## config.mk

```make
export PLATFORM = sky130hd
export DESIGN_NAME = led_matrix_top
export DESIGN_NICKNAME = d
export VERILOG_FILES = /design/src/logic/matrix_geometry_pkg.sv /design/src/logic/pixel_format_pkg.sv /design/src/logic/command_parser.sv /design/src/logic/display_settings.sv /design/src/logic/frame_buffer.sv /design/src/logic/matrix_scan.sv /design/src/logic/pixel_output.sv /design/src/logic/led_matrix_top.sv
export VERILOG_INCLUDE_DIRS = /design/src /design/src/logic
export SDC_FILE = /design/constraint.sdc
export NUM_CORES = 2
export LEC_CHECK = 0
export BUFFER_PORTS_ARGS = -buffer_cell sky130_fd_sc_hd__buf_2
export CELL_PAD_IN_SITES_DETAIL_PLACEMENT = 1
export CELL_PAD_IN_SITES_GLOBAL_PLACEMENT = 1
export CORE_MARGIN = 2
export CORE_UTILIZATION = 55
export CTS_CLUSTER_DIAMETER = 80
export DETAILED_ROUTE_END_ITERATION = 7
export PLACE_DENSITY = 0.76
export SYNTH_ARGS = -nofsm -noshare
export SYNTH_HDL_FRONTEND = slang
export SYNTH_HIERARCHICAL = 1
export SYNTH_SLANG_ARGS = --single-unit
```

## constraint.sdc

```tcl
create_clock -name clk_root -period 2.74 [get_ports clk_root]
set_clock_uncertainty 0.2 [all_clocks]
set_input_delay 0.274 -clock clk_root [delete_from_list [all_inputs] [get_ports clk_root]]
set_output_delay 0.274 -clock clk_root [all_outputs]
set_load 0.02 [all_outputs]
```

## src/logic/led_matrix_settings.svh

```systemverilog
/* panel geometry and BCM timing for the 16x8 HUB75 driver
   the package widths follow these values, so change them together */
`ifndef LED_MATRIX_SETTINGS_SVH
`define LED_MATRIX_SETTINGS_SVH

// panel size, scanned as two halves of LM_ROWS/2 lines
`define LM_COLS 16
`define LM_ROWS 8

// bits per colour channel, one bit plane each
`define LM_PLANES 4

// enable cycles of plane 0, doubled for every higher plane
`define LM_BASE_DISPLAY 4

`endif

```

## src/logic/matrix_geometry_pkg.sv

```systemverilog
/* address and counter types for panel geometry and scan position
   widths derive from the settings header */
`include "led_matrix_settings.svh"

package matrix_geometry_pkg;

    typedef logic [$clog2(`LM_COLS)-1:0] col_addr_t;
    typedef logic [$clog2(`LM_ROWS/2)-1:0] line_addr_t; // also the panel row address
    typedef logic half_t; // 0 top, 1 bottom
    typedef logic [$clog2(`LM_PLANES)-1:0] plane_t;

    // framebuffer word address, line in the upper bits
    typedef logic [$bits(line_addr_t)+$bits(col_addr_t)-1:0] pair_addr_t;

    // wide enough for the longest plane period
    typedef logic [$clog2(`LM_BASE_DISPLAY << (`LM_PLANES-1)):0] display_count_t;

endpackage

```

## src/logic/pixel_format_pkg.sv

```systemverilog
/* colour, pixel, command and panel signal types
   byte encodings of the host commands live here */
`include "led_matrix_settings.svh"

package pixel_format_pkg;

    typedef logic [7:0] byte_t;
    typedef logic [`LM_PLANES-1:0] channel_t;
    typedef logic [`LM_PLANES-1:0] plane_mask_t; // bit p enables plane p

    typedef struct packed {
        channel_t red;
        channel_t green;
        channel_t blue;
    } pixel_t;

    // one framebuffer word feeds both halves
    typedef struct packed {
        pixel_t top;
        pixel_t bottom;
    } pixel_pair_t;

    typedef struct packed {
        logic red;
        logic green;
        logic blue;
    } rgb_signals_t;

    typedef struct packed {
        logic                            valid;
        matrix_geometry_pkg::half_t      half;
        matrix_geometry_pkg::pair_addr_t addr;
        pixel_t                          pixel;
    } fb_write_t;

    typedef enum logic [7:0] {
        CMD_PIXEL    = 8'h50,
        CMD_PLANES   = 8'h42,
        CMD_CHANNELS = 8'h43
    } cmd_t;

    typedef enum logic [2:0] {
        PS_CMD,
        PS_ADDR,
        PS_RED,
        PS_GREEN_BLUE,
        PS_PLANES,
        PS_CHANNELS
    } parser_state_t;

    typedef enum logic [1:0] {
        SHIFT,
        LATCH,
        DISPLAY
    } scan_state_t;

    typedef struct packed {
        rgb_signals_t                    rgb_top;
        rgb_signals_t                    rgb_bottom;
        matrix_geometry_pkg::line_addr_t row_addr;
        logic                            pixel_clk;
        logic                            latch;
        logic                            oe_n;
    } hub75_t;

endpackage

```

## src/logic/command_parser.sv

```systemverilog
`timescale 1ns/1ps
/* four-phase byte port, one byte per req pulse, ack held until req drops
   unknown command bytes are acknowledged and dropped */
module command_parser (
    input  logic                        clk_root,
    input  logic                        rst_n,
    input  pixel_format_pkg::byte_t     host_byte,
    input  logic                        host_req,
    output logic                        host_ack,
    output pixel_format_pkg::fb_write_t fb_write,
    output logic                        planes_wr,
    output logic                        channels_wr,
    output pixel_format_pkg::byte_t     settings_value
);

    pixel_format_pkg::parser_state_t state;
    logic                            take;
    logic                            wr_valid;
    matrix_geometry_pkg::half_t      wr_half;
    matrix_geometry_pkg::pair_addr_t wr_addr;
    pixel_format_pkg::pixel_t        wr_pixel;

    assign take = host_req && !host_ack; // new byte on the port
    assign fb_write = '{valid: wr_valid, half: wr_half, addr: wr_addr, pixel: wr_pixel};

    always_ff @(posedge clk_root or negedge rst_n) begin
        if (!rst_n) begin
            host_ack <= 1'b0;
        end else if (take) begin
            host_ack <= 1'b1;
        end else if (!host_req) begin
            host_ack <= 1'b0; // req seen low, close the cycle
        end
    end

    always_ff @(posedge clk_root or negedge rst_n) begin
        if (!rst_n) begin
            state       <= pixel_format_pkg::PS_CMD;
            wr_valid    <= 1'b0;
            planes_wr   <= 1'b0;
            channels_wr <= 1'b0;
        end else begin
            wr_valid    <= 1'b0; // all strobes are single cycle
            planes_wr   <= 1'b0;
            channels_wr <= 1'b0;
            if (take) begin
                case (state)
                    pixel_format_pkg::PS_CMD: begin
                        case (pixel_format_pkg::cmd_t'(host_byte))
                            pixel_format_pkg::CMD_PIXEL:    state <= pixel_format_pkg::PS_ADDR;
                            pixel_format_pkg::CMD_PLANES:   state <= pixel_format_pkg::PS_PLANES;
                            pixel_format_pkg::CMD_CHANNELS: state <= pixel_format_pkg::PS_CHANNELS;
                            default:                        state <= pixel_format_pkg::PS_CMD;
                        endcase
                    end
                    pixel_format_pkg::PS_ADDR:       state <= pixel_format_pkg::PS_RED;
                    pixel_format_pkg::PS_RED:        state <= pixel_format_pkg::PS_GREEN_BLUE;
                    pixel_format_pkg::PS_GREEN_BLUE: begin
                        wr_valid <= 1'b1;
                        state    <= pixel_format_pkg::PS_CMD;
                    end
                    pixel_format_pkg::PS_PLANES: begin
                        planes_wr <= 1'b1;
                        state     <= pixel_format_pkg::PS_CMD;
                    end
                    pixel_format_pkg::PS_CHANNELS: begin
                        channels_wr <= 1'b1;
                        state       <= pixel_format_pkg::PS_CMD;
                    end
                    default: state <= pixel_format_pkg::PS_CMD;
                endcase
            end
        end
    end

    // payload capture, fields only change while no strobe is pending
    always_ff @(posedge clk_root) begin
        if (take) begin
            case (state)
                pixel_format_pkg::PS_ADDR: begin
                    wr_half <= host_byte[6];   // rows 4..7 are the bottom half
                    wr_addr <= host_byte[5:0]; // line in 5:4, column in 3:0
                end
                pixel_format_pkg::PS_RED: begin
                    wr_pixel.red <= host_byte[3:0];
                end
                pixel_format_pkg::PS_GREEN_BLUE: begin
                    wr_pixel.green <= host_byte[7:4];
                    wr_pixel.blue  <= host_byte[3:0];
                end
                pixel_format_pkg::PS_PLANES, pixel_format_pkg::PS_CHANNELS: begin
                    settings_value <= host_byte;
                end
                default: ;
            endcase
        end
    end

endmodule

```

## src/logic/display_settings.sv

```systemverilog
`timescale 1ns/1ps
/* plane and channel enable registers, all ones after reset
   strobes come already decoded from the parser */
module display_settings (
    input  logic                          clk_root,
    input  logic                          rst_n,
    input  logic                          planes_wr,
    input  logic                          channels_wr,
    input  pixel_format_pkg::byte_t       settings_value,
    output pixel_format_pkg::plane_mask_t plane_enable,
    output pixel_format_pkg::rgb_signals_t channel_enable
);

    always_ff @(posedge clk_root or negedge rst_n) begin
        if (!rst_n) begin
            plane_enable   <= '1; // everything visible
            channel_enable <= '1;
        end else begin
            if (planes_wr) begin
                plane_enable <= settings_value[$bits(pixel_format_pkg::plane_mask_t)-1:0];
            end
            if (channels_wr) begin
                // red in bit 2, blue in bit 0
                channel_enable <= pixel_format_pkg::rgb_signals_t'(settings_value[2:0]);
            end
        end
    end

endmodule

```

## src/logic/frame_buffer.sv

```systemverilog
`timescale 1ns/1ps
/* pixel-pair memory, contents undefined until written
   one cycle read latency, a write touches only the named half */
module frame_buffer (
    input  logic                            clk_root,
    input  pixel_format_pkg::fb_write_t     fb_write,
    input  matrix_geometry_pkg::pair_addr_t read_addr,
    output pixel_format_pkg::pixel_pair_t   read_data
);

    localparam int DEPTH = 2 ** $bits(matrix_geometry_pkg::pair_addr_t);

    pixel_format_pkg::pixel_pair_t mem [DEPTH];

    always_ff @(posedge clk_root) begin
        if (fb_write.valid) begin
            if (fb_write.half) begin
                mem[fb_write.addr].bottom <= fb_write.pixel;
            end else begin
                mem[fb_write.addr].top <= fb_write.pixel;
            end
        end
    end

    always_ff @(posedge clk_root) begin
        read_data <= mem[read_addr]; // scan side
    end

endmodule

```

## src/logic/matrix_scan.sv

```systemverilog
`timescale 1ns/1ps
/* line/plane scan with binary-weighted enable time
   pixel_clk trails read_addr by two cycles to match memory and output registers */
`include "led_matrix_settings.svh"

module matrix_scan (
    input  logic                            clk_root,
    input  logic                            rst_n,
    output matrix_geometry_pkg::pair_addr_t read_addr,
    output matrix_geometry_pkg::plane_t     plane,
    output logic                            pixel_clk,
    output logic                            latch,
    output logic                            oe_n,
    output matrix_geometry_pkg::line_addr_t row_addr
);

    localparam int SHIFT_LEN = 2 * `LM_COLS + 2; // two cycles per column plus drain

    pixel_format_pkg::scan_state_t       state;
    logic [$clog2(SHIFT_LEN)-1:0]        shift_step;
    matrix_geometry_pkg::col_addr_t      col;
    matrix_geometry_pkg::line_addr_t     line;
    matrix_geometry_pkg::plane_t         cur_plane;
    matrix_geometry_pkg::display_count_t display_cnt;
    matrix_geometry_pkg::display_count_t display_len;
    logic                                clk_raw;
    logic                                clk_pipe;

    assign col = matrix_geometry_pkg::col_addr_t'(shift_step >> 1);
    assign read_addr = {line, col};
    // second cycle of each column, before the drain
    assign clk_raw = (state == pixel_format_pkg::SHIFT) && shift_step[0]
                     && (shift_step < 2 * `LM_COLS);
    assign display_len = matrix_geometry_pkg::display_count_t'(`LM_BASE_DISPLAY) << cur_plane;

    assign latch = (state == pixel_format_pkg::LATCH);
    assign oe_n  = (state != pixel_format_pkg::DISPLAY);

    always_ff @(posedge clk_root or negedge rst_n) begin
        if (!rst_n) begin
            clk_pipe  <= 1'b0;
            pixel_clk <= 1'b0;
            plane     <= '0;
        end else begin
            clk_pipe  <= clk_raw; // memory stage
            pixel_clk <= clk_pipe; // output register stage
            plane     <= cur_plane; // aligned with read_data
        end
    end

    always_ff @(posedge clk_root or negedge rst_n) begin
        if (!rst_n) begin
            state       <= pixel_format_pkg::SHIFT;
            shift_step  <= '0;
            display_cnt <= '0;
            line        <= '0;
            cur_plane   <= '0;
            row_addr    <= '0;
        end else begin
            case (state)
                pixel_format_pkg::SHIFT: begin
                    if (shift_step == SHIFT_LEN - 1) begin
                        shift_step <= '0;
                        row_addr   <= line; // visible together with latch
                        state      <= pixel_format_pkg::LATCH;
                    end else begin
                        shift_step <= shift_step + 1'b1;
                    end
                end
                pixel_format_pkg::LATCH: begin
                    display_cnt <= '0;
                    state       <= pixel_format_pkg::DISPLAY;
                end
                pixel_format_pkg::DISPLAY: begin
                    if (display_cnt == display_len - 1'b1) begin
                        cur_plane <= cur_plane + 1'b1; // wraps to plane 0
                        if (cur_plane == matrix_geometry_pkg::plane_t'(`LM_PLANES - 1)) begin
                            line <= line + 1'b1; // wraps after the last line
                        end
                        state <= pixel_format_pkg::SHIFT;
                    end else begin
                        display_cnt <= display_cnt + 1'b1;
                    end
                end
                default: state <= pixel_format_pkg::SHIFT;
            endcase
        end
    end

endmodule

```

## src/logic/pixel_output.sv

```systemverilog
`timescale 1ns/1ps
/* plane bit select and masking for both halves, one register stage
   expects plane already delayed to line up with pair */
module pixel_output (
    input  logic                           clk_root,
    input  logic                           rst_n,
    input  pixel_format_pkg::pixel_pair_t  pair,
    input  matrix_geometry_pkg::plane_t    plane,
    input  pixel_format_pkg::plane_mask_t  plane_enable,
    input  pixel_format_pkg::rgb_signals_t channel_enable,
    output pixel_format_pkg::rgb_signals_t rgb_top,
    output pixel_format_pkg::rgb_signals_t rgb_bottom
);

    pixel_format_pkg::rgb_signals_t bit_mask;

    // channel mask, cleared completely for a disabled plane
    assign bit_mask = channel_enable & {3{plane_enable[plane]}};

    function automatic pixel_format_pkg::rgb_signals_t plane_bits(
        input pixel_format_pkg::pixel_t px
    );
        pixel_format_pkg::rgb_signals_t bits;
        bits.red   = px.red[plane];
        bits.green = px.green[plane];
        bits.blue  = px.blue[plane];
        return pixel_format_pkg::rgb_signals_t'(bits & bit_mask);
    endfunction

    always_ff @(posedge clk_root or negedge rst_n) begin
        if (!rst_n) begin
            rgb_top    <= '0;
            rgb_bottom <= '0;
        end else begin
            rgb_top    <= plane_bits(pair.top);
            rgb_bottom <= plane_bits(pair.bottom);
        end
    end

endmodule

```

## src/logic/led_matrix_top.sv

```systemverilog
`timescale 1ns/1ps
/* HUB75 driver top, single clock domain
   panel pins come out as one hub75_t bundle */
module led_matrix_top (
    input  logic                    clk_root,
    input  logic                    rst_n,
    input  pixel_format_pkg::byte_t host_byte,
    input  logic                    host_req,
    output logic                    host_ack,
    output pixel_format_pkg::hub75_t panel
);

    pixel_format_pkg::fb_write_t     fb_write;
    logic                            planes_wr;
    logic                            channels_wr;
    pixel_format_pkg::byte_t         settings_value;
    pixel_format_pkg::plane_mask_t   plane_enable;
    pixel_format_pkg::rgb_signals_t  channel_enable;
    matrix_geometry_pkg::pair_addr_t read_addr;
    pixel_format_pkg::pixel_pair_t   read_data;
    matrix_geometry_pkg::plane_t     plane;

    command_parser u_parser (
        .clk_root, .rst_n, .host_byte, .host_req, .host_ack,
        .fb_write, .planes_wr, .channels_wr, .settings_value
    );

    display_settings u_settings (
        .clk_root, .rst_n, .planes_wr, .channels_wr, .settings_value,
        .plane_enable, .channel_enable
    );

    frame_buffer u_fb (
        .clk_root, .fb_write, .read_addr, .read_data
    );

    matrix_scan u_scan (
        .clk_root, .rst_n, .read_addr, .plane,
        .pixel_clk (panel.pixel_clk),
        .latch     (panel.latch),
        .oe_n      (panel.oe_n),
        .row_addr  (panel.row_addr)
    );

    pixel_output u_pixel (
        .clk_root, .rst_n, .pair (read_data), .plane, .plane_enable, .channel_enable,
        .rgb_top    (panel.rgb_top),
        .rgb_bottom (panel.rgb_bottom)
    );

endmodule

```

==> results <==
- For this design the total switching power over the nets is 10.1 mW.
- The clock tree from TritonCTS is done.
- For this design the ratio of total power to cell area is 691 mW/mm2.
- The total iterations of the first detailed-routing run is 5.
- Setup repair after global routing could not meet its margin everywhere.
- The number of max-slew violations in the final report is 0.
- Entering global routing, the biggest net connects 129 pins.
- Across all setup checks in the final design, the least slack found is -61.6 ps.
- The master cell of the clock root buffer is sky130_fd_sc_hd__clkbuf_16.
- The clock edge transition at the registers on the reported setup and hold paths is 60 ps.
- Measured against its own limit, the worst slew margin works out to 0.301.
- In the finished design, the share of the clock period the worst path needs comes to 1.02.
- Of the cells placed in the final design, the portion with a size suffix greater than 1 is 0.282.
- The average detailed-routed wire length per instance is 35.3 um.
- For this run, the total global-route usage over all layers was measured as 0.307.
- The floorplan step set the die width to 341 um.
- Among the stages of the critical path, the cell type that occurs most often is sky130_fd_sc_hd__buf_4.
- The static power due to leakage is 24.9 nW.
- The fmax is 357 MHz.
- Max-cap violations in this run came to 0.
- Synthesis produced 2965 cells.
- Of the total power, registers draw 0.546.
- The area growth from synthesis to layout is 15.6%.
- The total via count in the routed design is 33100.
- The global placer's final weighted congestion is 0.840.
- Port buffering added 22 buffers.
- The slowest library cell on the worst path is sky130_fd_sc_hd__nor3b_1.
- In this run, CTS created clock tree buffers numbering 162.
- The floorplan step defined a core boundary enclosing 0.113 mm2.
- Wires add up to 176 mm.
- The area of the die is 0.116 mm2.
- STA classifies the critical path endpoint as a flip-flop.
- The DRC violation count after routing is 0.
- The HPWL after detailed placement is 102 mm.
- The checks that failed: setup timing.
- Of all nets on the critical path, the largest fanout is 8.
- Setup violations remaining at the end of the flow were counted as 11.
- Averaged over all synthesized cells, the footprint is 21.1 um2.
- The number of antenna violations at the first check in global routing is 17.
- The mapped netlist covers 0.0625 mm2.
- The class of the worst hold path is input port to asynchronous set/reset pin.
- For this configuration, the core starts out at a cell density of 0.555.
- The count of nets left with antenna violations once routing finished came out at 0.
- Row generation in the floorplan step produced 123 rows.
- No sink is reached through more buffers than the 3 on the longest clock path.
- The class of the most critical setup path is flip-flop to flip-flop.
- The internal portion of the total power is 39.9 mW.
- The initial detailed-routing violation count is 4421.
- The data required time at the worst endpoint is 2990 ps.
- The number of global-route vias before repair is 34900.
- Data on the critical path arrives at its endpoint at 3060 ps.
- The wire length of the first global-routing pass is 254 mm.
- In the routed layout, each cell is associated on average with a via count of 6.65.
- Of the total power, the clock network draws 0.441.
- The run finished, with violations left.
- The H-tree was split into 4 levels.
- Of the total power, combinational logic draws 0.012.
- Walking the worst path, the cells encountered are nor3b_1 -> buf_4 -> nand2_1 -> nor2_1 -> buf_4.
- The longest individual stage delay on the worst path is 490 ps.
- The tree built by TritonCTS fans out to 1627 sinks.
- The warning count from the yosys run is 6.
- Counting I/O delays and the setup requirement, the final critical path takes 2800 ps.
- During I/O placement, the number of pins put on the boundary was 23.
- The completed layout was analyzed and its total power is 50.0 mW.
- The net count of the finished layout is 3354.
- The startpoint type of the worst setup path is a flip-flop.
- IR analysis of the VDD net gives a maximum drop of 601 uV.
- At the later pin of the worst-skew pair, clock insertion delay measures 780 ps.
- The number of hold violations in the final report is 0.
- Global routing finished with a remaining overflow of 0.
- The total nets after synthesis is 2983.
- The worst setup slack before clock tree synthesis is -136 ps.
- The die is 341 um tall.
- Of the total power, the share spent switching nets is 0.202.
- The transition at the pin with the smallest max-transition slack is 1050 ps.
[metrics by stage]
stage,instance area [um2],std cells,utilization,TNS (ps),hold WS (ps)
2_1_floorplan,62500,2965,-,0,-222
4_1_cts,72200,4970,0.641,-90.8,4.87
5_1_grt,72300,4974,0.642,-198,36.3
3_3_place_gp,66800,4658,0.593,-111,190
3_5_place_dp,66800,4658,0.593,-181,188
6_report,72300,4978,0.642,-532,51.8
[registers in the layout, summed over array words and instances (netlist names), 2 cells and up]
signal,cells
u_settings/channel_enable,3
u_fb/read_data,24
u_scan/line,2
u_parser/state,3
u_parser/settings_value,4
u_scan/display_cnt,6
u_scan/row_addr,2
u_scan/cur_plane,2
u_fb/mem,1536
u_scan/state,2
u_parser/wr_addr,6
u_scan/shift_step,6
u_pixel/rgb_bottom,3
u_parser/fb_write,12
u_pixel/rgb_top,3
u_settings/plane_enable,4
u_scan/plane,2
[critical path, delay by kind of cell (launching register included)]
kind          cells  cell delay (ps)
simple gates      3             1270
buf+inv           2              520
flops             1              470
[final cells by class]
| type | count | area, um2 |
|---|---|---|
| timing repair buffer | 383 | 3470 |
| multi-input combinational | 1155 | 13300 |
| inverter | 7 | 26.3 |
| fill | 9196 | 40300 |
| tap | 1500 | 1880 |
| sequential | 1627 | 48400 |
| antenna | 5 | 12.5 |
| clock inverter | 88 | 792 |
| clock buffer | 213 | 4430 |
[power by group through the flow]
stage               Sequential (mW)  Combinational (mW)  Clock, mW
floorplan                      28.0              0.0852          0
global placement               27.8               0.539          0
detailed placement             27.8               0.592          0
CTS                            27.3               0.607       22.2
global route                   27.3               0.638       23.1
finish                         27.3               0.623       22.1
[worst paths after layout]
check,from,endpoint,slack [ps],cells past startpoint
max,u_parser/wr_addr[3],u_fb/mem[38][19],-60,5
min,rst_n,u_parser/host_ack,50,2
max reg2reg,u_parser/wr_addr[3],u_fb/mem[38][19],-60,5
min reg2reg,u_scan/clk_pipe,u_scan/pixel_clk,200,0
max in group asynchronous,rst_n,u_scan/shift_step[1],1500,2
min in group clk_root,host_req,u_parser/host_ack,70,2
[placed cells by master, fill, tap and decap left out, types with 9 or more instances in the layout]
| cell type | instances |
|---|---|
| sky130_fd_sc_hd__buf_12 | 43 |
| sky130_fd_sc_hd__nand2_1 | 25 |
| sky130_fd_sc_hd__nor2_1 | 146 |
| sky130_fd_sc_hd__o21ai_0 | 46 |
| sky130_fd_sc_hd__clkbuf_16 | 168 |
| sky130_fd_sc_hd__dfxtp_1 | 24 |
| sky130_fd_sc_hd__buf_2 | 22 |
| sky130_fd_sc_hd__clkbuf_1 | 39 |
| sky130_fd_sc_hd__dlygate4sd3_1 | 11 |
| sky130_fd_sc_hd__inv_6 | 9 |
| sky130_fd_sc_hd__mux4_2 | 309 |
| sky130_fd_sc_hd__and3_1 | 28 |
| sky130_fd_sc_hd__o22ai_1 | 56 |
| sky130_fd_sc_hd__o31ai_1 | 14 |
| sky130_fd_sc_hd__a22oi_1 | 89 |
| sky130_fd_sc_hd__buf_4 | 299 |
| sky130_fd_sc_hd__clkinv_2 | 31 |
| sky130_fd_sc_hd__a21o_1 | 23 |
| sky130_fd_sc_hd__bufinv_16 | 12 |
| sky130_fd_sc_hd__nand3_1 | 18 |
| sky130_fd_sc_hd__mux2i_1 | 236 |
| sky130_fd_sc_hd__clkinv_1 | 30 |
| sky130_fd_sc_hd__edfxtp_1 | 1559 |
| sky130_fd_sc_hd__a31oi_1 | 44 |
| sky130_fd_sc_hd__mux2_2 | 9 |
| sky130_fd_sc_hd__dfrtp_1 | 32 |
[layer usage]
metal,vias up,share of wire,GRT usage
li1,13100,-,-
met1,17500,0.37,0.419
met2,2050,0.49,0.494
met3,395,0.096,0.0569
met4,6,0.041,0.124
met5,-,0.00023,0
[repair_timing]
action | in CTS | in global routing
pin swaps | 0 | 0
gates cloned | 0 | 0
gates resized for setup | 16 | 21
hold buffers | 11 | 0
hold endpoints to repair | 89 | 0
buffers inserted | 0 | 3
endpoints found under the setup margin | 14 | 21
Power figures use the tool's default switching activity.
